==> src/tile_gfx_params.svh <==
`ifndef TILE_GFX_PARAMS_SVH
`define TILE_GFX_PARAMS_SVH

// Video RAM port
`define VRAM_AW 13
`define VRAM_DW 16

// Line buffer index and pixel format (palette and colour)
`define LB_AW 9
`define PIX_W 6

// Line geometry
`define LINE_PIXELS 320
`define LINE_COLS 41

// First video line of the bitmap area
`define FIRST_VLINE 15

`endif

==> src/pixel_shifter.sv <==
`timescale 1ns/100ps
`include "tile_gfx_params.svh"

module pixel_shifter (
    input  logic              clk,
    input  logic              reset,
    input  logic              load,
    input  logic [31:0]       pattern,
    input  logic              hflip,
    input  logic [1:0]        palette,
    input  logic [`LB_AW-1:0] start_idx,
    input  logic              bg_enable,
    output logic [`LB_AW-1:0] wridx,
    output logic [`PIX_W-1:0] wrdata,
    output logic              wren,
    output logic              busy,
    output logic              last_pixel
);

    logic [31:0]       shreg;
    logic              flip_r;
    logic [1:0]        pal_r;
    logic [`LB_AW-1:0] idx_r;
    logic [2:0]        cnt;
    logic              active;
    logic [3:0]        nibble;

    // Normal order takes the top nibble and flipped order the bottom one
    assign nibble = flip_r ? shreg[3:0] : shreg[31:28];

    assign wren       = active;
    assign busy       = active;
    assign last_pixel = active && (cnt == 3'd7);
    assign wridx      = idx_r;
    assign wrdata     = bg_enable ? {pal_r, nibble} : {`PIX_W{1'b0}};

    always_ff @(posedge clk) begin
        if (reset) begin
            active <= 1'b0;
            cnt    <= 3'd0;
        end else if (load) begin
            active <= 1'b1;
            cnt    <= 3'd0;
        end else if (active) begin
            cnt <= cnt + 3'd1;
            if (cnt == 3'd7)
                active <= 1'b0;
        end
    end

    // Tile payload with one nibble consumed per write
    always_ff @(posedge clk) begin
        if (load) begin
            shreg  <= pattern;
            flip_r <= hflip;
            pal_r  <= palette;
            idx_r  <= start_idx;
        end else if (active) begin
            shreg <= flip_r ? (shreg >> 4) : (shreg << 4);
            idx_r <= idx_r + `LB_AW'(1);
        end
    end

endmodule

==> config.mk <==
export PLATFORM = sky130hd
export DESIGN_NAME = pixel_shifter
export DESIGN_NICKNAME = d
export VERILOG_FILES = /design/src/pixel_shifter.sv
export VERILOG_INCLUDE_DIRS = /design/src
export SDC_FILE = /design/constraint.sdc
export NUM_CORES = 1
export LEC_CHECK = 0
export BUFFER_PORTS_ARGS = -buffer_cell sky130_fd_sc_hd__buf_2
export CORE_MARGIN = 8
export CORE_UTILIZATION = 35
export CTS_CLUSTER_SIZE = 24
export DETAILED_ROUTE_END_ITERATION = 8
export MAX_ROUTING_LAYER = met4
export PLACE_DENSITY = 0.57
export SLEW_MARGIN = 0
export SYNTH_ARGS = -nofsm -noshare
export SYNTH_HDL_FRONTEND = slang
export SYNTH_SLANG_ARGS = --single-unit
==> constraint.sdc <==
create_clock -name clk -period 2 [get_ports clk]
set_input_delay 0.2 -clock clk [delete_from_list [all_inputs] [get_ports clk]]
set_output_delay 0.2 -clock clk [all_outputs]
set_load 0.1 [all_outputs]
==> flow_summary.yaml <==
worst_setup_path:
  r2r_slack_ns: 0.53
  crit_path_max_fanout: 2
  worst_ep_required_time_ns: 1.80
  critPathLaunchType: "register"
  path_delay_family: "buffers and inverters"
  path_buf_inv: 1
  timing.critical_path.mode_cell: "ha_1"
  slowest_delay_ns: 0.41
  crit_chain: "ha_1, ha_1, and2_1, buf_2"
  crit_slowest_cell: "buf_2"
  crit_type: "register to output pin"
  worstSetupEndpointType: "output pin"
  cp.arrival_ns: 1.48
grt:
  grt_pass1_vias: 1861
  grt_max_degree: 88
  grt_first_pass_wirelength_um: 8910
  grt.total_usage_pct: 11.6
  antenna_found_initial: 0
  grt_overflow: 0
routing:
  routedWlPerCell_um: 15.6
  ant_nets: 0
  vias: 1750
  drc: 0
  first_pass_iters: 4
  via_per_inst: 4.99
  routed_wl_um: 5480
  drtIter0Drc: 169
timing:
  tns_ns: 0
  holdWs_ns: 0.0806
  finalSetupViolCount: 0
  finalHoldViolCount: 0
  worst_slew_pin_slew_ns: 0.496
  slew_viol_final: 0
  rsz0062_at_grt: "no"
  fin_crit_sh_pct: 83.9
  fmax_mhz: 596
  skew_ns: 0.00638
  max_slew_margin_pct: 67.1
  fin_crit_ns: 1.68
placed_design:
  io_buffers: 65
  dp_cells: 343
  dp_hpwl_um: 3910
  gp_congestion: 0.735
clock_tree:
  hold_buffers: 0
  cts.clk_slew.worst_paths_ns: 0.08
  clock_latency_ns: 0.30
  cts_resized: 0
  cts_setup_buffers: 0
  clkSinkCount: 48
  clk_path_buf_depth: 2
  cts_root_buf: "clkbuf_8"
  cts_tree: "done"
  cts_buffers: 5
  htreeDepth: 2
pwr:
  p_leak_uw: 0.00126
  internal_power_uw: 1670
  power_uw: 2480
  swShare_pct: 32.6
  ir_worst_vdd_mv: 0.404
  power.share.clock_pct: 22.2
  pwr-share-comb_pct: 25.3
  p_per_area_mw_per_mm2: 833
  p_switching_uw: 808
  seq_power_share_pct: 52.5
floorplan:
  die_w_um: 99.2
  initial_core_util_pct: 35.9
  ios: 66
  dieArea_mm2: 0.00984
  die_h_um: 99.2
  fp-row-count: 30
  fp.coreArea_mm2: 0.00676
layout:
  num_antenna_cells: 0
  layout.nets: 321
  fillers: 683
  layoutNonFillerInstCount: 351
  drive_gt1_share_pct: 29.9
  syn_to_final_growth_pct: 23.0
  fin_util_pct: 44.1
logic_synthesis:
  synth_area_leaders: "edfxtp_1 (55%), mux2i_1 (12%), o21ai_0 (6.8%), nand2_1 (5.3%), dfxtp_1 (3.3%)"
  synthCells: 210
  synthTopCellsByCount: "edfxtp_1 (44), nand2_1 (34), o21ai_0 (33), mux2i_1 (30), nor2b_1 (9)"
  synth_edf_count: 44
  ys_seq_area_share_pct: 57.8
  ys.flop_type: "edfxtp_1"
  synth_cell_types: 26
  yosysWarnings: 0
  synth.top_cell.area_share_pct: 54.5
  synthArstFlopShare_pct: 0
  syn_area_mm2: 0.00242
  synth.most_common_cell: "edfxtp_1"
  synth-seq-cells: 48
  avgSynthCellArea_um2: 11.5
  syn_nets: 261
  synth_area_leader_cell: "edfxtp_1"
run_status:
  status: "complete, no violations"
hold_path:
  hp-class: "primary input to register"
flow_run:
  drv_cap: 0
worst paths after layout:
kind	start	to	cells past startpoint
worst max-delay path	cnt[0]	last_pixel	4
worst min-delay path	hflip	flip_r	1
worst max register to register	wridx[0]	wridx[8]	4
worst min register to register	cnt[2]	cnt[2]	2
cells by family (layout without fill, tap and decap cells):
| family | after synthesis | after routing | synth area share, % |
|---|---|---|---|
| buffers and inverters | 17 | 78 | 3.56 |
| AOI/OAI and AO/OA | 41 | 41 | 9.55 |
| muxes | 31 | 31 | 12.9 |
| adders and majority gates | 3 | 3 | 1.55 |
| DFF | 48 | 48 | 57.8 |
| xor gates and xnor gates | 4 | 4 | 1.45 |
| and+or+nand+nor | 66 | 66 | 13.2 |
per-stage QoR:
| step | setup slack (ns) | cell area [µm²] |
|---|---|---|
| detailed placement | 0.555 | 2900 |
| finish | 0.321 | 2980 |
| global placement | 0.587 | 2900 |
| CTS | 0.293 | 2980 |
| global route | 0.258 | 2980 |
| floorplan | -0.131 | 2430 |
layout make-up:
cell class                      count  area [µm²]  share of cell area, %
Tap cell                           80         100                   3.36
Clock inverter                      1        3.75                  0.126
Inverter                            2        7.51                  0.252
Clock buffer                        7        76.3                   2.56
Timing Repair Buffer               68         445                   14.9
Sequential cell                    48        1400                   47.0
Multi-Input combinational cell    145         946                   31.7
power by group through the flow:
stage	registers [µW]	clock network [µW]	logic, µW
4_1_cts	1310	579	637
3_5_place_dp	1330	0	634
5_1_grt	1320	615	677
2_1_floorplan	1470	0	305
6_report	1300	552	627
3_3_place_gp	1320	0	629
per-layer routing:
metal | track usage (%) | vias up | share of wire [%]
met5 | - | - | 0
met4 | 2.79 | 0 | 0.67
met3 | 3.28 | 4 | 5.2
met2 | 18.0 | 46 | 47
met1 | 14.7 | 815 | 47
li1 | - | 885 | -
registers in the layout (all words and copies together) (netlist names):
name,count
cnt,3
shreg,32
pal_r,2
busy,1
flip_r,1
wridx,9
worst register-to-register path, stage by stage, from the launching register on:
cell	delay [ns]
edfxtp_1	0.42
ha_1	0.22
nand3_2	0.13
or4_1	0.48
nand3_1	0.09
placed cells by master (no fill, tap or decap), types with 2 or more instances in the layout:
cell,netlist,final
a22o_1,7,7
and2_1,3,3
buf_12,0,7
buf_2,4,61
clkbuf_1,8,2
clkbuf_8,1,5
dfxtp_1,4,3
edfxtp_1,44,44
ha_1,3,3
inv_1,2,2
mux2i_1,30,30
nand2_1,34,34
nand3_1,6,6
nand4_1,2,2
nor2_1,2,2
nor2b_1,9,5
nor2b_2,0,4
nor3_1,3,3
o21ai_0,33,33
or4_1,4,4
xnor2_1,3,3
(Power assumes the default switching activity.)
