`src/tile_gfx_params.svh`:
```
`ifndef TILE_GFX_PARAMS_SVH
`define TILE_GFX_PARAMS_SVH

// Video RAM port
`define VRAM_AW 13
`define VRAM_DW 16

// Line buffer index and pixel format (palette and colour)
`define LB_AW 9
`define PIX_W 6

// Line geometry
`define LINE_PIXELS 320
`define LINE_COLS 41

// First video line of the bitmap area
`define FIRST_VLINE 15

`endif

```
`src/tile_gfx_pkg.sv`:
```
package tile_gfx_pkg;

    // Fetch sequencer states with one map read and two pattern reads per column
    typedef enum logic [1:0] {
        FETCH_MAP  = 2'd0,
        FETCH_PAT1 = 2'd1,
        FETCH_PAT2 = 2'd2,
        FETCH_DONE = 2'd3
    } fetch_state_t;

    // Register select opcodes on the CPU port
    typedef enum logic [1:0] {
        REG_SCRX = 2'd0,
        REG_SCRY = 2'd1,
        REG_CTRL = 2'd2
    } reg_sel_t;

endpackage
```
`src/gfx_regs.sv`:
```
`timescale 1ns/100ps

module gfx_regs import tile_gfx_pkg::*; (
    input  logic       clk,
    input  logic       reset,
    input  logic       reg_wr,
    input  reg_sel_t   reg_sel,
    input  logic [8:0] reg_wdata,
    output logic [8:0] scrx,
    output logic [7:0] scry,
    output logic       bg_enable
);

    // Background shown by default after reset
    always_ff @(posedge clk) begin
        if (reset) begin
            scrx      <= 9'd0;
            scry      <= 8'd0;
            bg_enable <= 1'b1;
        end else if (reg_wr) begin
            case (reg_sel)
                REG_SCRX: scrx      <= reg_wdata;
                REG_SCRY: scry      <= reg_wdata[7:0];
                REG_CTRL: bg_enable <= reg_wdata[0];
                default: begin
                    // Unused select code leaves all registers unchanged
                end
            endcase
        end
    end

    ////////////////////
    // Checks
    ////////////////////

    // Write strobe must come with a known select
    a_sel_known: assert property (
        @(posedge clk) disable iff (reset)
        reg_wr |-> !$isunknown(reg_sel)
    ) else $error("gfx_regs: reg_sel unknown during write");

endmodule

```
`config.mk`:
```
export PLATFORM = sky130hd
export DESIGN_NAME = gfx_regs
export DESIGN_NICKNAME = d
export VERILOG_FILES = /design/src/tile_gfx_params.svh /design/src/tile_gfx_pkg.sv /design/src/gfx_regs.sv
export SDC_FILE = /design/constraint.sdc
export NUM_CORES = 1
export LEC_CHECK = 0
export BUFFER_PORTS_ARGS = -buffer_cell sky130_fd_sc_hd__buf_4
export CORE_MARGIN = 2
export CORE_UTILIZATION = 41
export CTS_CLUSTER_SIZE = 28
export DETAILED_ROUTE_END_ITERATION = 8
export GPL_TIMING_DRIVEN = 0
export PLACE_DENSITY = 0.72
export SLEW_MARGIN = 5
export SYNTH_ARGS = -nofsm -noshare
export SYNTH_HDL_FRONTEND = slang
export SYNTH_SLANG_ARGS = --single-unit
```
`constraint.sdc`:
```
create_clock -name clk -period 1.1 [get_ports clk]
set_clock_uncertainty 0.15 [all_clocks]
set_input_delay 0.22 -clock clk [delete_from_list [all_inputs] [get_ports clk]]
set_output_delay 0.22 -clock clk [all_outputs]
set_load 0.03 [all_outputs]
```
==> results of run 1 <==
-- cell families (layout without fill, tap and decap cells) --
family        count (synthesis)  after routing  share of synthesized area [%]
buf+inv                       5             47                          3.508
mux                          18             18                          22.97
simple gates                 33             33                          27.59
flops                        18             18                          45.93
-- area by class of cell --
class	instances	area share, %
clock buffers	4	2.950
multi-input cells	51	32.25
well taps	25	2.543
flip-flops and latches	18	31.13
repair buffers	38	28.69
plain buffers	5	2.442
-- sequential cells by signal, indices dropped and copies added, names as in the netlist --
name and cells:
bg_enable 1, scry 8, scrx 9
-- repair_timing --
| item | CTS | global route |
|---|---|---|
| gates cloned | 0 | 0 |
| setup buffers | 5 | 3 |
| resized for setup | 37 | 2 |
| endpoints found under the setup margin | 24 | 27 |
-- cell usage after synthesis --
master,count,area share (%)
buf_2,1,0.64
mux2i_1,18,23
or3b_1,1,1.1
nand3b_1,2,1.9
buf_6,1,1.4
and3b_2,1,1.3
nor3b_2,1,1.6
nor2_1,2,0.96
dfxtp_1,18,46
nand2b_1,26,21
clkbuf_1,3,1.4
-- worst min path at each step --
stage / startpoint / end / cells past startpoint
finish: reg_wdata[8] / scrx[8] / 3
global route: reg_wdata[0] / bg_enable / 3
CTS: reg_wdata[8] / scrx[8] / 3
detailed placement: scry[5] / scry[5] / 2
global placement: scry[7] / scry[7] / 2
floorplan: reg_wdata[8] / scrx[8] / 2
-- power groups by stage --
stage	clock [uW]	sequential, uW	combinational [uW]
after floorplan	0	746	78.1
after global placement	0	701	210
after detailed placement	0	701	213
after CTS	411	694	236
after global routing	434	698	259
final	407	695	241
-- metal layers --
layer / global-route usage (%) / up-vias / share of wire [%]
li1: - / 325 / -
met1: 21.25 / 288 / 46
met2: 26.67 / 19 / 48
met3: 3.774 / 2 / 5.3
met4: 6.486 / 0 / 1.3
met5: 0 / - / 0
-- stage by stage --
stage	utilization, %	TNS [ns]	hold WS (ns)	power (uW)
6_report	69.72	-0.6012	0.04137	1343
2_1_floorplan	-	-0.05119	0.2253	824.2
5_1_grt	69.72	-1.082	0.03769	1391
3_3_place_gp	59.01	-4.250	0.3093	910.3
4_1_cts	68.37	-0.6219	0.03862	1342
3_5_place_dp	59.01	-5.215	0.3165	913.8
-- cells in the final DEF (no fill, tap or decap) --
cell and n:
nand2b_1 26, buf_4 20, buf_6 19, mux2i_1 18
dfxtp_2 18, clkbuf_4 3, clkbuf_2 2, nand3b_1 2
nor2_1 2, clkbuf_1 1, nor3b_2 1, and3b_2 1
buf_2 1, or3b_1 1, clkbuf_8 1
==> metrics.md, run 1 <==
| Metric | Value |
|---|---|
| Initial Util | `44.47%` |
| Clk sink count | `18` |
| Worst-Skew Late Latency | `0.29 ns` |
| Die Y | `47.74 um` |
| CP Launch Type | `register` |
| Syn Area/Cell | `10.60 sq um` |
| Post-DP HPWL | `1.135 mm` |
| Clock Path Buffers | `2` |
| R2R Setup Slk | `0.11 ns` |
| Htree depth | `1` |
| Internal power | `1010 uW` |
| Actual slew at the worst max-slew pin | `0.3729 ns` |
| Failing checks | `setup timing` |
| Ys Warns | `0` |
| Max Cap Violations | `0` |
| FF/Latch Area | `382.9 sq um` |
| Routed vias/inst | `4.496` |
| Final setup fails | `18` |
| CP delay by family, top | `flip-flops` |
| Power share of the combinational group | `17.9%` |
| Placement row count | `15` |
| Placed cell count | `129` |
| WP data arrival | `0.78 ns` |
| Clk pwr share | `30.3%` |
| Placed cell areas | `1041 sq um` |
| GR Overflow Total | `0` |
| Nets | `131` |
| Final std cells w/o fill | `141` |
| Worst path max stage delay | `0.36 ns` |
| Fin crit period | `1.151 ns` |
| CTS tree | `yes` |
| Layout cells sized above 1 | `56.90%` |
| Cell depth of the worst flop-to-flop path | `4` |
| Critical Path Start | `scry[2]` |
| Post-Place Setup Slack | `-0.3366 ns` |
| Crit end category | `output port` |
| DR pass1 iterations | `2` |
| Inserted Diodes | `0` |
| Max Clock Freq | `0.8689 GHz` |
| Worst setup path endpoint | `scry[2]` |
| Critical R2R Capture | `scrx[2]` |
| Gp weighted congestion | `0.6666` |
| Clock Tree Root | `clkbuf_4` |
| Crit Path Category | `register to output port` |
| Multi-input logic area | `396.6 sq um` |
| Buffers & Inverters on Critical Path | `1` |
| Power Density | `1092 nW/um^2` |
| Sequential Power Share | `51.8%` |
| Critical-path cell list | `buf_6` |
| DRC | `0` |
| Vias in the first global route | `596` |
| DR WL/cell | `11.86 um` |
| Fin crit share | `104.6%` |
| CTS Hold Bufs | `0` |
| Buffers on Ports | `30` |
| CTS Buf Count | `3` |
| Stages on the worst setup path | `1` |
| Ports | `32` |
| Critical Path Fanout Max | `2` |
| Net switching power | `332.9 uW` |
| Slew HR | `75.14%` |
| Die area | `2279 sq um` |
| Switch share | `24.79%` |
| Largest net degree at the start of global routing | `11` |
| CP required | `0.73 ns` |
| Post-Layout Inst Area | `1230 sq um` |
| FF+latch count, synth | `18` |
| Final worst setup slack | `-0.05082 ns` |
| Slew Viols, Final | `0` |
| Initial antenna violation count | `0` |
| Syn_nets | `88` |
| Total track usage | `16.49%` |
| CTS clk-pin slew, worst paths | `0.10 ns` |
| Die Width | `47.74 um` |
| Status | `finished with violations` |
| Mapped Cells | `74` |
| Library cells used by synthesis | `11` |
| First-pass GRT wire length | `2.587 mm` |
| Fill cells | `158` |
| Via count | `634` |
| Worst R2R Start | `scrx[2]` |
| Synthesis-to-finish area growth | `56.78%` |
| RSZ-0062 raised after global routing | `yes` |
| Final antenna-violating net count | `0` |
| Syn Std Cell Area | `784.5 sq um` |
| Core ar. | `1764 sq um` |
| HP Class | `primary input to register` |
| CP max-delay cell | `dfxtp_2` |
| Maximum VDD drop | `1.105 mV` |
| Hold Vio Cnt, Final | `0` |
| 1st-iter DRT viols | `8` |
| Routed WL | `1.672 mm` |
| P_leak | `0.0005759 uW` |
| Sequential fraction of the synthesis area | `45.93%` |
Note: power is estimated with default switching activity, not from simulation.
==> run 2: changes to the inputs <==
- HOLD_SLACK_MARGIN: default -> 0.12
==> run 2 against run 1 <==
Net effect: the flow still finishes with violations (setup timing); combinational power up 10%; critical path depth unchanged; flip-flop and latch count unchanged; first-iteration DRC count down 75%; register-to-register slack better by 0.02 ns; non-clock buffer count up 9; largest power group unchanged.
==> metrics.md, run 2 (same netlist as run 1, synthesis figures left out) <==
| Metric | Value |
|---|---|
| Status | `finished with violations` |
| Failing checks | `setup timing` |
| Hold Vio Cnt, Final | `0` |
| Clk sink count | `18` |
| Total track usage | `17.18%` |
| Top Registers | `scrx (9), scry (8), bg_enable (1)` |
| Clk pwr share | `29.7%` |
| DR pass1 iterations | `4` |
| Crit Path Category | `register to output port` |
| DR WL/cell | `11.41 um` |
| Final core occ | `74.82%` |
| CTS Hold Bufs | `10` |
| Maximum VDD drop | `1.106 mV` |
| Buffers & Inverters on Critical Path | `1` |
| Internal power | `1031 uW` |
| CP max-delay cell | `dfxtp_2` |
| GR Overflow Total | `0` |
| Placed cell areas | `1041 sq um` |
| Die area | `2279 sq um` |
| Synthesis-to-finish area growth | `68.26%` |
| Final hold slack | `0.1010 ns` |
| CTS clk-pin slew, worst paths | `0.11 ns` |
| Clock Path Buffers | `2` |
| Gr busiest metal | `met2` |
| Power share of the combinational group | `19.5%` |
| Sum Neg Setup Slack | `-0.5588 ns` |
| First-pass GRT wire length | `2.677 mm` |
| Actual slew at the worst max-slew pin | `0.3787 ns` |
| Crit end category | `output port` |
| Max reg flops | `9` |
| Placement row count | `15` |
| Commonest non-fill, non-tap cell in the layout | `nand2b_1` |
| Initial Util | `44.47%` |
| HP Class | `primary input to register` |
| Met2 usage | `29.33%` |
| Switch share | `24.60%` |
| Post-Layout Inst Area | `1320 sq um` |
| Core ar. | `1764 sq um` |
| Die Width | `47.74 um` |
| CP Launch Type | `register` |
| Clock Tree Root | `clkbuf_4` |
| Routed WL | `1.712 mm` |
| CP required | `0.73 ns` |
| Inserted Diodes | `0` |
| Met3 usage | `3.774%` |
| Via count | `679` |
| Slew HR | `74.75%` |
| Most frequent cells in the layout | `nand2b_1 (26), buf_4 (20), buf_6 (19)` |
| Max Cap Violations | `0` |
| CP delay by family, top | `flip-flops` |
| Routed vias/inst | `4.527` |
| Vias in the first global route | `623` |
| CTS Buf Count | `3` |
| Most flop-heavy register | `scrx` |
| Final worst setup slack | `-0.04008 ns` |
| Layout cells sized above 1 | `52.80%` |
| Worst path max stage delay | `0.35 ns` |
| Htree depth | `1` |
| RSZ-0062 raised after global routing | `yes` |
| Net switching power | `336.2 uW` |
| Fin crit period | `1.140 ns` |
| WP data arrival | `0.77 ns` |
| Gp weighted congestion | `0.6666` |
| Critical-path cell list | `buf_6` |
| Post-DP HPWL | `1.135 mm` |
| Post-Place Setup Slack | `-0.3366 ns` |
| DRC | `0` |
| Critical Path Fanout Max | `2` |
| CTS tree | `yes` |
| Buffers on Ports | `30` |
| R2R Setup Slk | `0.13 ns` |
| Largest net degree at the start of global routing | `11` |
| Sequential Power Share | `50.8%` |
| Grt met1 use | `21.02%` |
| Max Clock Freq | `0.8771 GHz` |
| Worst-Skew Late Latency | `0.28 ns` |
| Final antenna-violating net count | `0` |
| Nets | `140` |
| Ports | `32` |
| Initial antenna violation count | `0` |
| Slew Viols, Final | `0` |
| Final setup fails | `18` |
| P_leak | `0.0006134 uW` |
| 1st-iter DRT viols | `2` |
| Die Y | `47.74 um` |
| Power Density | `1035 nW/um^2` |
| Fin crit share | `103.6%` |
[run 2: changes by cell type in the layout (fill, tap and decap cells not counted)]
cell,before,now
dlygate4sd3_1,0,9
[run 2: worst paths after layout]
| path | end | start | cells past startpoint |
|---|---|---|---|
| worst max register to register | scrx[2] | scrx[2] | 4 |
| worst min-delay path | bg_enable | reg_wr | 3 |
| worst min register to register | scry[5] | scry[5] | 2 |
| worst max-delay path | scry[2] | scry[2] | 1 |
[run 2: final cells by class]
| type | instances | area [sq um] |
|---|---|---|
| multi-input cells | 51 | 396.6 |
| well taps | 25 | 31.28 |
| clock buffers | 4 | 36.28 |
| fillers | 141 | 444.2 |
| flip-flops and latches | 18 | 382.9 |
| repair buffers | 47 | 442.9 |
| plain buffers | 5 | 30.03 |
[run 2: stage by stage]
stage | std cells | power [uW]
6_report | 150 | 1367
5_1_grt | 150 | 1424
4_1_cts | 148 | 1370
3_5_place_dp | 129 | 913.8
3_3_place_gp | 129 | 910.3
2_1_floorplan | 74 | 824.2
[run 2: per-layer routing]
layer,wire [um],vias to the layer above
met5,0,-
met4,21,0
met2,846,17
met1,783,314
met3,61,2
li1,-,346
[run 2: timing repair]
| item | CTS | global route |
|---|---|---|
| resized for setup | 37 | 2 |
| pin swaps | 0 | 1 |
| endpoints found under the setup margin | 24 | 27 |
| buffers inserted | 5 | 3 |
| hold endpoints to repair | 18 | 3 |
[run 2: power by group through the flow]
stage               clock network (uW)  logic [uW]  registers [uW]
floorplan                            0        78.1             746
global placement                     0         210             701
detailed placement                   0         213             701
CTS                                411         264             694
global route                       440         286             697
finish                             406         266             694
==> run 3: changes to the inputs <==
- CAP_MARGIN: default -> 40
- CORE_ASPECT_RATIO: default -> 1.5
- CORE_UTILIZATION: 41 -> 30
- PLACE_DENSITY: 0.72 -> default
==> run 3 against run 2 <==
Net effect: combinational power down 2%; first-iteration DRC count grew to 2.5 times the previous value; the flow still finishes with violations (setup timing); largest power group unchanged; highest routed layer unchanged; non-clock buffer count is 2 lower; core utilization decreased by 22 points.
==> metrics.md, run 3 (same netlist as run 1, synthesis figures left out) <==
| Metric | Value |
|---|---|
| Status | `finished with violations` |
| Failing checks | `setup timing` |
| Crit Path Category | `register to output port` |
| Post-Layout Inst Area | `1304 sq um` |
| Routed vias/inst | `4.565` |
| DR WL/cell | `11.72 um` |
| Max reg flops | `9` |
| Commonest non-fill, non-tap cell in the layout | `nand2b_1` |
| Final std cells w/o fill | `147` |
| Top Registers | `scrx (9), scry (8), bg_enable (1)` |
| Most flop-heavy register | `scrx` |
| GR Overflow Total | `0` |
| Die Y | `66.63 um` |
| CP required | `0.73 ns` |
| Max Clock Freq | `0.8724 GHz` |
| R2R Setup Slk | `0.26 ns` |
| CTS tree | `yes` |
| CP max-delay cell | `dfxtp_2` |
| CTS Hold Bufs | `10` |
| Die Width | `45.76 um` |
| First-pass GRT wire length | `2.815 mm` |
| Clock Path Buffers | `2` |
| Hold wc startpoint | `reg_sel[0]` |
| Fin crit period | `1.146 ns` |
| WP data arrival | `0.78 ns` |
| Critical-path cell list | `buf_6` |
| 1st-iter DRT viols | `5` |
| Final antenna-violating net count | `0` |
| Slew HR | `73.47%` |
| CP Launch Type | `register` |
| Buffers & Inverters on Critical Path | `1` |
| Total track usage | `12.67%` |
| Htree depth | `1` |
| Buffers on Ports | `30` |
| Synthesis-to-finish area growth | `66.19%` |
| Routed WL | `1.723 mm` |
| Placed cell areas | `1040 sq um` |
| Hold Vio Cnt, Final | `0` |
| DR pass1 iterations | `2` |
| Post-DP HPWL | `1.264 mm` |
| CTS Buf Count | `3` |
| Final setup fails | `18` |
| Cell depth of the worst flop-to-flop path | `3` |
| Worst R2R Start | `scrx[8]` |
| Critical R2R Capture | `scrx[8]` |
| CTS clk-pin slew, worst paths | `0.10 ns` |
| Layout cells sized above 1 | `52.03%` |
| Die area | `3049 sq um` |
| Nets | `138` |
| CP delay by family, top | `flip-flops` |
| Core ar. | `2477 sq um` |
| Clk sink count | `18` |
| Clock Tree Root | `clkbuf_4` |
| Maximum VDD drop | `0.5528 mV` |
| Via count | `671` |
| Crit end category | `output port` |
| Fin crit share | `104.2%` |
| HP Class | `primary input to register` |
| Tot Pwr | `1359 uW` |
| Inserted Diodes | `0` |
| Placement row count | `22` |
| Largest net degree at the start of global routing | `11` |
| Power Density | `1043 nW/um^2` |
| Post-Place Setup Slack | `-0.3197 ns` |
| Max Cap Violations | `0` |
| Ports | `32` |
| Initial Util | `31.67%` |
| Gp weighted congestion | `0.6640` |
| Actual slew at the worst max-slew pin | `0.3979 ns` |
| Vias in the first global route | `678` |
| Initial antenna violation count | `0` |
| Critical Path Fanout Max | `2` |
| Most frequent cells in the layout | `nand2b_1 (26), buf_6 (19), mux2i_1 (18), dfxtp_2 (18), buf_4 (18)` |
| Hold Path Sink | `scrx[1]` |
| Hold depth | `3` |
| P_leak | `0.0006027 uW` |
| DRC | `0` |
| Placed cell count | `128` |
| Worst-Skew Late Latency | `0.29 ns` |
| Slew Viols, Final | `0` |
| RSZ-0062 raised after global routing | `yes` |
| Worst path max stage delay | `0.36 ns` |
| Final worst setup slack | `-0.04632 ns` |
run 3: layer usage:
layer	share of wire [%]	track usage [%]
met1	40	14.29
met2	55	22.18
met3	4.5	1.626
met4	1.1	6.429
met5	0	0
run 3: power breakdown:
part / internal (uW) / leakage, uW / switching, uW
logic: 148 / 0.000428 / 115
registers: 679 / 0.000154 / 15.7
clock network: 202 / 0.0000210 / 201
total: 1030 / 0.000603 / 331
run 3: worst max path at each step:
stage | start | end | slack (ns) | cells after the start
finish | scry[1] | scry[1] | -0.05 | 1
global route | scrx[1] | scrx[1] | -0.09 | 1
CTS | scry[1] | scry[1] | -0.07 | 1
detailed placement | reset | scrx[0] | -0.32 | 4
global placement | reset | scrx[8] | -0.33 | 4
floorplan | reg_sel[1] | scrx[2] | -0.009 | 3
run 3: metrics by stage:
step	hold slack, ns	TNS, ns	utilization (%)
floorplan	0.2253	-0.05119	-
global placement	0.3112	-5.633	41.97
detailed placement	0.3152	-5.279	41.97
CTS	0.07926	-0.9368	52.93
global route	0.09251	-1.422	52.63
finish	0.09777	-0.5736	52.63
run 3: repair_timing:
| action | 4_1_cts | 5_1_grt |
|---|---|---|
| buffers inserted | 6 | 0 |
| resized for setup | 36 | 4 |
| setup endpoints to repair | 18 | 36 |
| pin swaps | 0 | 1 |
| endpoints found under the hold margin | 18 | 4 |
run 3: cell type report:
cell class	count	area, sq um
tap	24	30.03
timing repair buffer	45	427.9
sequential	18	382.9
fill	227	1174
multi-input combinational	51	396.6
buffer	5	30.03
clock buffer	4	36.28
