### config.mk
export PLATFORM = sky130hd
export DESIGN_NAME = line_fetch
export DESIGN_NICKNAME = d
export VERILOG_FILES = /design/src/tile_gfx_pkg.sv /design/src/line_fetch.sv
export VERILOG_INCLUDE_DIRS = /design/src
export SDC_FILE = /design/constraint.sdc
export NUM_CORES = 1
export LEC_CHECK = 0
export BUFFER_PORTS_ARGS = -buffer_cell sky130_fd_sc_hd__buf_2
export CAP_MARGIN = 20
export CORE_ASPECT_RATIO = 0.6
export CORE_MARGIN = 2
export CORE_UTILIZATION = 24
export CTS_CLUSTER_SIZE = 28
export DETAILED_ROUTE_END_ITERATION = 12
export MAX_ROUTING_LAYER = met4
export SYNTH_ARGS = -nofsm -noshare
export SYNTH_HDL_FRONTEND = slang
export SYNTH_SLANG_ARGS = --single-unit
### constraint.sdc
create_clock -name clk -period 5.7 [get_ports clk]
set_clock_uncertainty 0.1 [all_clocks]
set_input_delay 0.57 -clock clk [delete_from_list [all_inputs] [get_ports clk]]
set_output_delay 0.57 -clock clk [all_outputs]
set_load 0.02 [all_outputs]
### src/tile_gfx_params.svh
`ifndef TILE_GFX_PARAMS_SVH
`define TILE_GFX_PARAMS_SVH

// Video RAM port
`define VRAM_AW 13
`define VRAM_DW 16

// Line buffer index and pixel format (palette and colour)
`define LB_AW 9
`define PIX_W 6

// Line geometry
`define LINE_PIXELS 320
`define LINE_COLS 41

// First video line of the bitmap area
`define FIRST_VLINE 15

`endif

### src/tile_gfx_pkg.sv
package tile_gfx_pkg;

    // Fetch sequencer states with one map read and two pattern reads per column
    typedef enum logic [1:0] {
        FETCH_MAP  = 2'd0,
        FETCH_PAT1 = 2'd1,
        FETCH_PAT2 = 2'd2,
        FETCH_DONE = 2'd3
    } fetch_state_t;

    // Register select opcodes on the CPU port
    typedef enum logic [1:0] {
        REG_SCRX = 2'd0,
        REG_SCRY = 2'd1,
        REG_CTRL = 2'd2
    } reg_sel_t;

endpackage
### src/line_fetch.sv
`timescale 1ns/100ps
`include "tile_gfx_params.svh"

module line_fetch import tile_gfx_pkg::*; (
    input  logic               clk,
    input  logic               reset,
    input  logic               start,
    input  logic [7:0]         vline,
    input  logic [8:0]         scrx,
    input  logic [7:0]         scry,
    output logic [`VRAM_AW-1:0] vaddr,
    input  logic [`VRAM_DW-1:0] vdata,
    output logic               load,
    output logic [31:0]        pattern,
    output logic               hflip,
    output logic [1:0]         palette,
    output logic [`LB_AW-1:0]  start_idx,
    input  logic               sh_busy,
    input  logic               sh_last,
    output logic               bank,
    output logic               done
);

    fetch_state_t state, state_next;

    logic [`VRAM_AW-1:0] vaddr_r;
    logic [4:0]          col, col_next;
    logic [5:0]          col_cnt, col_cnt_next;
    logic [`LB_AW-1:0]   idx_r, idx_next;
    logic [15:0]         map_r;
    logic [15:0]         pat_hi_r, pat_hi_next;
    logic                bank_r;

    ////////////////////
    // Address terms
    ////////////////////

    logic [7:0]  bmline;
    logic [7:0]  tline;
    logic [4:0]  row;
    logic [15:0] map_entry;
    logic [8:0]  tile_idx;
    logic        tile_vflip;
    logic [2:0]  pat_row;

    assign bmline = vline - 8'(`FIRST_VLINE);
    assign tline  = bmline + scry;
    assign row    = tline[7:3];

    // Map entry is on vdata in FETCH_MAP and held in map_r afterwards
    assign map_entry  = (state == FETCH_MAP) ? vdata : map_r;
    assign tile_idx   = map_entry[8:0];
    assign tile_vflip = map_entry[10];
    assign pat_row    = tile_vflip ? ~tline[2:0] : tline[2:0];

    ////////////////////
    // Sequencer
    ////////////////////

    always_comb begin
        state_next   = state;
        vaddr        = vaddr_r;
        col_next     = col;
        col_cnt_next = col_cnt;
        idx_next     = idx_r;
        pat_hi_next  = pat_hi_r;
        load         = 1'b0;

        if (start) begin
            col_next     = scrx[7:3];
            col_cnt_next = 6'd0;
            idx_next     = {`LB_AW{1'b0}} - `LB_AW'(scrx[2:0]);
            vaddr        = {3'b000, row, col_next};
            state_next   = FETCH_MAP;
        end else begin
            case (state)
                FETCH_MAP: begin
                    vaddr        = {tile_idx, pat_row, 1'b0};
                    col_next     = col + 5'd1;
                    col_cnt_next = col_cnt + 6'd1;
                    state_next   = FETCH_PAT1;
                end
                FETCH_PAT1: begin
                    // Word 0 gives bytes 0 and 1
                    pat_hi_next = {vdata[7:0], vdata[15:8]};
                    vaddr       = {vaddr_r[`VRAM_AW-1:1], 1'b1};
                    state_next  = FETCH_PAT2;
                end
                FETCH_PAT2: begin
                    // Word 1 stays on vdata until the shifter accepts it
                    if (!sh_busy || sh_last) begin
                        load       = 1'b1;
                        idx_next   = idx_r + `LB_AW'(8);
                        vaddr      = {3'b000, row, col};
                        state_next = (col_cnt == 6'(`LINE_COLS)) ? FETCH_DONE : FETCH_MAP;
                    end
                end
                default: begin
                end
            endcase
        end
    end

    always_ff @(posedge clk) begin
        if (reset) begin
            state   <= FETCH_DONE;
            col     <= 5'd0;
            col_cnt <= 6'd0;
            idx_r   <= {`LB_AW{1'b0}};
            bank_r  <= 1'b0;
        end else begin
            state   <= state_next;
            col     <= col_next;
            col_cnt <= col_cnt_next;
            idx_r   <= idx_next;
            if (start)
                bank_r <= ~bank_r;
        end
    end

    always_ff @(posedge clk) begin
        vaddr_r  <= vaddr;
        pat_hi_r <= pat_hi_next;
        if (state == FETCH_MAP)
            map_r <= vdata;
    end

    // Shifter hand-off
    assign pattern   = {pat_hi_r, vdata[7:0], vdata[15:8]};
    assign hflip     = map_r[9];
    assign palette   = map_r[13:12];
    assign start_idx = idx_r;
    assign bank      = bank_r;
    assign done      = (state == FETCH_DONE);

    ////////////////////
    // Checks
    ////////////////////

    a_load_paced: assert property (
        @(posedge clk) disable iff (reset)
        (load && sh_busy) |-> sh_last
    ) else $error("line_fetch: load while shifter busy in %s", state.name());

    a_done_holds: assert property (
        @(posedge clk) disable iff (reset)
        (state == FETCH_DONE && !start) |=> (state == FETCH_DONE)
    ) else $error("line_fetch: left FETCH_DONE without start");

endmodule

==> reports/metrics.csv, run 1 <==
stage,metric,value,unit
status,status,completed,
die,Die Y-Extent,90.4,µm
global_route,first-pass GRT wire length,12.2,mm
sta,post-route clock period utilization,59.1,%
sta,setup TNS,0,ps
clock_network,Max Root-Sink Buffers,2,
cells_and_area,Layout area overhead,22.3,%
sta,unrepaired setup endpoints after global routing,false,
power_and_ir_drop,Total Power,1040,µW
worst_setup_path,CP startpoint kind,flop,
worst_setup_path,CP endpoint kind,output pin,
worst_setup_path,crit-path leading delay family,simple AND/OR/NAND/NOR gates,
clock_network,clk_lat worst skew,290,ps
placed_design,RD Place Congestion,0.831,
logic_synthesis,net count after synthesis,369,
worst_setup_path,worst-path cell chain,inv_1 -> ha_1 -> nand3b_2 -> nand2_1 -> a22oi_1 -> o22ai_1 -> buf_2,
worst_setup_path,Crit Path Class,reg -> out,
global_route,total congestion overflow,0,
logic_synthesis,"Seq/Total Area, Yosys",43.3,%
clock_network,CTS H-tree lvls,2,
clock_network,clock-pin slew on the worst setup and hold paths,70,ps
cells_and_area,filler instances,1280,
power_and_ir_drop,Pwr per Cell Area,286,nW/µm²
logic_synthesis,Yosys warning count,0,
logic_synthesis,mapped cell area,2990,µm²
drt,drt initial violations,113,
worst_setup_path,r2r setup slk,3320,ps
worst_setup_path,RR Endpoint,vaddr_r[6],
clock_network,postcts setup bufs,0,
sta,Fmax,0.297,GHz
die,Starting Density,24.7,%
logic_synthesis,Netlist cell types,54,
clock_network,cts hold-fix bufs,0,
worst_setup_path,Critical Path RT,5030,ps
clock_network,post-cts sizing count,0,
worst_setup_path,"slowest stage cell, crit path",ha_1,
drt,Post-Route WL,7.70,mm
die,Horiz. Die Dim,148,µm
cells_and_area,layout cell share with drive strength beyond 1,33.4,%
global_route,vias in the first global route,2353,
sta,slew of the pin with the lowest slew margin,870,ps
worst_setup_path,critical path arrival,2700,ps
cells_and_area,# nets final,448,
worst_setup_path,Setup crit start,state[0],
drt,Pre-antenna DRT Iters,4,
power_and_ir_drop,maximum vdd drop,0.0789,mV
clock_network,CTS tree,built,
drt,DRC Markers,0,
logic_synthesis,Mapped Cells,300,
sta,Slew Limit Headroom,41.8,%
global_route,gr usage total,12.2,%
power_and_ir_drop,Seq pwr share,43.6,%
worst_setup_path,slowest cell delay on critical path,630,ps
clock_network,Num CTS Buffers,5,
power_and_ir_drop,clock network power share,30.5,%
global_route,initial antenna violation count,2,
clock_network,root buffer cell,clkbuf_16,
run,Max-cap violations,0,
logic_synthesis,syn avg cell area,9.95,µm²
power_and_ir_drop,switch share,31.4,%
die,I/O pin cnt,106,
sta,fin. max-slew vios,0,
logic_synthesis,async set or reset register ratio after synthesis,0,%
worst_setup_path,Worst R2R Start,state[0],
power_and_ir_drop,Net Switching,327,µW
global_route,pin count of the biggest net entering global routing,27,
worst_setup_path,CP bufs+invs,2,
placed_design,Final HPWL DP,5.71,mm
worst_setup_path,WP depth,7,
sta,final hold viol count,0,
power_and_ir_drop,combinational fraction of design power,25.8,%
drt,vias,2453,
drt,drt wl/cell,14.1,µm
logic_synthesis,"Top FF cell, synth",dfxtp_1,
worst_setup_path,Critical Path End,vaddr[6],
worst_setup_path,CP Max Fanout,16,
placed_design,number of port buffers,104,
clock_network,clock sinks,55,
logic_synthesis,Post-synth EDFFs,19,
logic_synthesis,Seq cells post-synth,55,
sta,setup violators final,0,
die,core area,12100,µm²
power_and_ir_drop,Pleak,0.00160,µW
sta,minimum clock period,3370,ps
hold_path,Hold WC Path Type,in -> reg,
drt,DRT antenna net count,0,
worst_setup_path,Reg2Reg Depth,6,
die,site row count,31,
die,die area,13400,µm²
power_and_ir_drop,internal power,716,µW
drt,Vias/cell,4.48,
-- per-stage QoR --
step	cells	area, µm²	util [%]	hold WS, ps	setup WS (ps)
2_1_floorplan	300	2990	-	353	2680
3_3_place_gp	537	3500	28.9	370	2410
3_5_place_dp	537	3500	28.9	382	2400
4_1_cts	545	3650	30.1	359	2350
5_1_grt	547	3650	30.2	355	2060
6_report	547	3650	30.2	371	2330
-- worst min path at each step --
stage            startpoint            to  slack, ps  cells past startpoint
2_1_floorplan    col_cnt[5]    col_cnt[5]        350                      2
3_3_place_gp     col_cnt[5]    col_cnt[5]        370                      2
3_5_place_dp   start_idx[2]  start_idx[2]        380                      2
4_1_cts           vdata[15]   pat_hi_r[7]        360                      1
5_1_grt           vdata[15]   pat_hi_r[7]        350                      1
6_report          vdata[15]   pat_hi_r[7]        370                      1
-- flip-flops by register name, summed over array words and instances (netlist names) --
name / cells
start_idx: 9
map_r: 3
bank: 1
col_cnt: 6
pat_hi_r: 16
col: 5
state: 2
vaddr_r: 13
-- kinds of logic (layout without fill, tap and decap cells) --
| logic type | count (synthesis) | after routing | share of synthesized area [%] |
|---|---|---|---|
| and+or+nand+nor | 69 | 69 | 11.2 |
| other | 0 | 2 | 0 |
| xor gates and xnor gates | 18 | 18 | 5.28 |
| adders and majority gates | 23 | 23 | 9.89 |
| AOI/OAI and AO/OA | 75 | 75 | 18.8 |
| DFF | 55 | 55 | 43.3 |
| buffers and inverters | 57 | 137 | 10.6 |
| muxes | 3 | 3 | 1.01 |
-- cell usage after synthesis (2+ instances only) --
library cell   n  area [µm²]
a211oi_1      11        82.6
a21o_1         3        22.5
a21oi_1       15        75.1
a221oi_2       3        45.0
a22oi_1        4        30.0
a31oi_1        5        31.3
a32o_1         3        30.0
a32oi_1        2        17.5
and3_1         2        12.5
buf_2          4        20.0
buf_4         22         165
buf_6          2        22.5
clkbuf_1       4        15.0
dfxtp_1       36         721
edfxtp_1      19         571
ha_1          22         275
inv_1         22        82.6
inv_2          2        7.51
mux2i_1        3        30.0
nand2_1       11        41.3
nand2b_1       3        18.8
nand3_1        4        20.0
nand4_1        5        31.3
nor2_1        29         109
nor2b_1        2        12.5
nor3_1         4        20.0
o21a_1         2        15.0
o21ai_0        6        30.0
o21ai_1        5        25.0
o22ai_1        3        18.8
o41ai_1        2        17.5
or3_1          2        12.5
xnor2_1        6        52.6
xor2_1        12         105
-- power by group through the flow --
stage | sequential [µW] | combinational, µW | clock [µW]
after floorplan | 475 | 181 | 0
after global routing | 459 | 299 | 350
after CTS | 456 | 273 | 333
final | 456 | 270 | 319
after global placement | 463 | 268 | 0
after detailed placement | 465 | 272 | 0
-- final cells by class --
type                       count  area (µm²)  share of cell area [%]
antenna                        2        5.00                   0.137
clock buffer                   7         143                    3.91
clock inverter                 1        8.76                   0.240
inverter                      24        90.1                    2.47
multi-input combinational    188        1380                    37.8
sequential                    55        1290                    35.4
tap                          165         206                    5.65
timing repair buffer         105         528                    14.5
-- layout by cell type (no fill, tap or decap), types with 4 or more instances in the layout --
cell type,n
ha_1,22
a211oi_1,11
o21ai_1,5
nor3_1,4
dfxtp_1,36
xor2_1,12
o21ai_0,6
a22oi_1,4
nand3_1,4
clkbuf_16,5
nand2_1,11
nand4_1,5
inv_1,22
a21oi_1,15
a31oi_1,5
nor2_1,29
edfxtp_1,19
xnor2_1,6
buf_2,104
-- per-layer routing --
| layer | part of all wire (%) | routed length (µm) | GRT usage [%] | vias to the layer above |
|---|---|---|---|---|
| met5 | 0 | 0 | - | - |
| met4 | 0.64 | 49 | 2.86 | 0 |
| met3 | 7.9 | 609 | 3.79 | 4 |
| met2 | 44 | 3420 | 18.8 | 86 |
| met1 | 47 | 3620 | 15.7 | 1146 |
| li1 | - | - | - | 1217 |
(Power assumes the default switching activity.)
==> run 2: changes to the inputs <==
clock period = 3 ns   (was 5.7 ns; I/O delays follow)
==> run 2 against run 1 <==
  * Utilization increased by 0.34 points
  * Cell count increased by 0.37%
  * Worst setup slack got worse by 2100 ps
  * Non-clock buffer count grew 4
  * Largest power group unchanged
  * Die area did not move
  * Wire length is 0.96% higher
  * Sequential power grew 90%
  * Power grew 97%
  * Sequential share of layout area fell by 0.40 points
  * Register-to-register slack lost 2300 ps
  * Critical path depth up 2
==> reports/metrics.csv, run 2 (same netlist as run 1, synthesis figures left out) <==
stage,metric,value,unit
clock_network,postcts setup bufs,0,
worst_setup_path,Crit Path Class,in -> out,
worst_setup_path,critical path arrival,2390,ps
cells_and_area,filler instances,1302,
global_route,total congestion overflow,0,
power_and_ir_drop,Pwr per Cell Area,558,nW/µm²
clock_network,clk_lat worst skew,290,ps
worst_setup_path,slowest cell delay on critical path,430,ps
placed_design,Cells after DPL,541,
drt,drt wl/cell,14.2,µm
die,Starting Density,24.7,%
placed_design,"worst slack, placed",215,ps
cells_and_area,footprint of the multi-input gates,1380,µm²
sta,unrepaired setup endpoints after global routing,false,
cells_and_area,Layout area overhead,23.7,%
clock_network,post-cts sizing count,0,
cells_and_area,Top reg by flops,pat_hi_r,
clock_network,clock sinks,55,
global_route,vias in the first global route,2417,
cells_and_area,max reg flops,16,
die,core area,12100,µm²
drt,Pre-antenna DRT Iters,4,
cells_and_area,# nets final,452,
placed_design,"Cell Area, Placed",3530,µm²
clock_network,cts hold-fix bufs,0,
worst_setup_path,CP startpoint kind,primary input,
clock_network,root buffer cell,clkbuf_16,
cells_and_area,"commonest non-fill, non-tap cell in the layout",buf_2,
worst_setup_path,CP endpoint kind,output pin,
cells_and_area,finished layout cell area,3690,µm²
power_and_ir_drop,Pleak,0.00163,µW
drt,vias,2474,
placed_design,RD Place Congestion,0.854,
worst_setup_path,worst-path cell chain,buf_2 -> ha_1 -> ha_1 -> fa_1 -> a211oi_1 -> o21a_1 -> nor3_1 -> o32ai_2 -> buf_2,
worst_setup_path,CP Max Fanout,3,
sta,setup violators final,0,
sta,minimum clock period,2790,ps
sta,worst setup margin,212,ps
sta,fin. max-slew vios,0,
global_route,pin count of the biggest net entering global routing,27,
drt,Post-Route WL,7.77,mm
sta,Fmax,0.359,GHz
die,Die Y-Extent,90.4,µm
die,die area,13400,µm²
drt,drt initial violations,140,
hold_path,Hold WC Path Type,in -> reg,
die,I/O pin cnt,106,
cells_and_area,storage element area,1290,µm²
sta,final hold viol count,0,
placed_design,number of port buffers,104,
clock_network,CTS tree,built,
cells_and_area,layout cell share with drive strength beyond 1,34.1,%
global_route,initial antenna violation count,0,
drt,Vias/cell,4.51,
drt,DRC Markers,0,
worst_setup_path,crit-path leading delay family,adder cells,
sta,setup TNS,0,ps
cells_and_area,final core utilization,30.5,%
clock_network,Num CTS Buffers,5,
global_route,gr usage total,12.1,%
clock_network,clock-pin slew on the worst setup and hold paths,70,ps
drt,DRT antenna net count,0,
sta,Slew Limit Headroom,55.6,%
cells_and_area,Diodes inserted,0,
status,status,completed,
die,site row count,31,
sta,post-route clock period utilization,92.9,%
clock_network,CTS H-tree lvls,2,
power_and_ir_drop,maximum vdd drop,0.285,mV
global_route,first-pass GRT wire length,12.3,mm
die,Horiz. Die Dim,148,µm
cells_and_area,"commonest non-fill, non-tap cells in the layout","buf_2, dfxtp_1, nor2_1, inv_1, ha_1",
clock_network,Max Root-Sink Buffers,2,
worst_setup_path,CP bufs+invs,2,
run,Max-cap violations,0,
cells_and_area,Final Non-Filler Cells,549,
worst_setup_path,"slowest stage cell, crit path",fa_1,
placed_design,Final HPWL DP,5.92,mm
worst_setup_path,Critical Path RT,2600,ps
sta,slew of the pin with the lowest slew margin,666,ps
[run 2: cell count changes in the layout (fill, tap and decap cells not counted)]
| cell | delta |
|---|---|
| buf_4 | +4 |
| bufinv_16 | +1 |
| clkbuf_8 | -1 |
| clkinv_4 | -1 |
| diode_2 | -2 |
| inv_6 | +1 |
[run 2: worst paths after layout]
check	to	depth (start not counted)	slack, ps	from
worst max register to register	vaddr_r[7]	6	1040	state[0]
worst max-delay path	vaddr[9]	9	210	vline[1]
worst min register to register	start_idx[2]	2	390	start_idx[2]
worst min-delay path	pat_hi_r[7]	1	90	vdata[15]
[run 2: through the flow]
stage	hold slack (ps)	power, µW
5_1_grt	83.4	2170
3_5_place_dp	381	1410
2_1_floorplan	299	1250
3_3_place_gp	372	1400
6_report	92.2	2060
4_1_cts	87.5	2090
[run 2: routing by layer]
layer  vias up  GRT usage (%)  share of wire, %  routed length, µm
li1       1218              -                 -                  -
met1      1164           15.4                48               3740
met2        85           19.4                45               3500
met3         7           3.43               6.0                467
met4         0           2.14              0.76                 59
met5         -              -                 0                  0
[run 2: report_power, final]
part | leakage, µW | switching, µW | total, µW | internal, µW
logic | 0.00107 | 323 | 520 | 197
registers | 0.000473 | 30.9 | 866 | 835
clock network | 0.0000815 | 276 | 674 | 398
[run 2: cell type report]
cell class                      instances  share of cell area (%)
Sequential cell                        55                    35.0
Tap cell                              165                    5.59
Timing Repair Buffer                  109                    15.1
Clock inverter                          2                    1.05
Clock buffer                            6                    3.49
Multi-Input combinational cell        188                    37.4
Inverter                               24                    2.44
==> run 3: changes to the inputs <==
CORE_UTILIZATION = 40   (was 24)
CTS_CLUSTER_DIAMETER = 200   (was default)
PLACE_DENSITY = 0.69   (was default)
==> run 3 against run 2 <==
  * Global-route usage up 6.0 points
  * Register-to-register slack worse by 110 ps
  * Hold slack worse by 4.8 ps
  * Sequential share of layout area up 0.80 points
  * Critical endpoint unchanged
==> reports/metrics.csv, run 3 (same netlist as run 1, synthesis figures left out) <==
stage,metric,value,unit
drt,DRC Markers,0,
drt,Post-Route WL,6.97,mm
die,site row count,24,
clock_network,postcts setup bufs,0,
sta,fin. max-slew vios,0,
placed_design,number of port buffers,104,
drt,vias,2424,
worst_setup_path,Reg2Reg Depth,6,
worst_setup_path,worst-path cell chain,buf_2 -> ha_1 -> ha_1 -> fa_1 -> a211oi_1 -> o21a_1 -> nor3_1 -> o32ai_2 -> buf_2,
sta,post-route clock period utilization,93.6,%
die,Die Y-Extent,70.9,µm
cells_and_area,filler instances,687,
drt,drt initial violations,158,
global_route,gr usage total,18.1,%
sta,Slew Limit Headroom,59.5,%
sta,final hold viol count,0,
hold_path,hold depth,1,
global_route,total congestion overflow,0,
cells_and_area,"commonest non-fill, non-tap cell in the layout",buf_2,
placed_design,RD Place Congestion,0.849,
worst_setup_path,crit-path leading delay family,adder cells,
clock_network,CTS tree,built,
sta,unrepaired setup endpoints after global routing,false,
worst_setup_path,WP depth,9,
placed_design,"Cell Area, Placed",3440,µm²
hold_path,Hold Startpoint,vdata[11],
clock_network,post-cts sizing count,0,
cells_and_area,Layout area overhead,21.0,%
clock_network,Max Root-Sink Buffers,2,
drt,Vias/cell,4.98,
status,status,completed,
die,Starting Density,41.3,%
clock_network,cts hold-fix bufs,0,
die,I/O pin cnt,106,
cells_and_area,# nets final,451,
die,Horiz. Die Dim,116,µm
cells_and_area,final core utilization,49.9,%
power_and_ir_drop,Pleak,0.00162,µW
placed_design,Final HPWL DP,5.18,mm
clock_network,clock sinks,55,
worst_setup_path,slowest cell delay on critical path,430,ps
sta,setup TNS,0,ps
worst_setup_path,Crit Path Class,in -> out,
global_route,first-pass GRT wire length,11.1,mm
hold_path,Hold WC Path Type,in -> reg,
run,Max-cap violations,0,
global_route,initial antenna violation count,0,
cells_and_area,Top reg by flops,pat_hi_r,
sta,slew of the pin with the lowest slew margin,608,ps
drt,Pre-antenna DRT Iters,6,
cells_and_area,Diodes inserted,0,
worst_setup_path,"slowest stage cell, crit path",fa_1,
sta,minimum clock period,2810,ps
worst_setup_path,critical path arrival,2410,ps
clock_network,CTS H-tree lvls,2,
cells_and_area,"commonest non-fill, non-tap cells in the layout","buf_2, dfxtp_1, nor2_1, inv_1, ha_1",
die,core area,7240,µm²
global_route,vias in the first global route,2281,
worst_setup_path,CP startpoint kind,primary input,
worst_setup_path,CP endpoint kind,output pin,
clock_network,clk_lat worst skew,300,ps
cells_and_area,finished layout cell area,3610,µm²
worst_setup_path,Setup crit start,vline[1],
die,die area,8190,µm²
worst_setup_path,Worst R2R Start,state[1],
drt,drt wl/cell,14.3,µm
drt,DRT antenna net count,0,
power_and_ir_drop,maximum vdd drop,0.206,mV
sta,Fmax,0.356,GHz
cells_and_area,layout cell share with drive strength beyond 1,33.9,%
clock_network,root buffer cell,clkbuf_16,
sta,setup violators final,0,
clock_network,Num CTS Buffers,5,
cells_and_area,max reg flops,16,
worst_setup_path,CP bufs+invs,2,
worst_setup_path,Critical Path RT,2600,ps
clock_network,clock-pin slew on the worst setup and hold paths,70,ps
power_and_ir_drop,Pwr per Cell Area,569,nW/µm²
worst_setup_path,CP Max Fanout,3,
global_route,pin count of the biggest net entering global routing,27,
## run 3: changes by cell type in the layout (fill, tap and decap cells not counted), sizes merged
cell / change
clkinvlp: +1
buf: -1
clkbuf: -1
## run 3: metrics by stage
| stage | setup slack (ps) | power [µW] | std cells | hold slack [ps] |
|---|---|---|---|---|
| after floorplan | 518 | 1250 | 300 | 299 |
| after global placement | 281 | 1380 | 479 | 364 |
| after detailed placement | 208 | 1390 | 479 | 379 |
| after CTS | 198 | 2070 | 487 | 83.5 |
| after global routing | 107 | 2150 | 487 | 83.7 |
| final | 192 | 2050 | 487 | 87.3 |
## run 3: cell type report
cell class                      instances  area [µm²]  share of cell area (%)
Inverter                               24        90.1                    2.49
Timing Repair Buffer                  108         551                    15.2
Clock inverter                          3        46.3                    1.28
Clock buffer                            5         125                    3.47
Sequential cell                        55        1290                    35.8
Multi-Input combinational cell        188        1380                    38.1
Tap cell                              104         130                    3.60
## run 3: final timing paths
path	slack (ps)	to
min reg2reg	390	col_cnt[5]
max	190	vaddr[9]
max reg2reg	930	col_cnt[5]
min	90	pat_hi_r[3]
## run 3: power by group
group | switching [µW] | leakage [µW] | internal [µW]
Sequential | 31.1 | 0.000473 | 835
Combinational | 309 | 0.00107 | 195
Clock | 285 | 0.0000804 | 397
Total | 626 | 0.00162 | 1430
## run 3: layer usage
| layer | routed length (µm) | track usage, % | vias up |
|---|---|---|---|
| met5 | 0 | - | - |
| met4 | 89 | 6.02 | 0 |
| met3 | 495 | 4.88 | 7 |
| met2 | 3080 | 27.4 | 82 |
| met1 | 3300 | 23.5 | 1123 |
| li1 | - | - | 1212 |
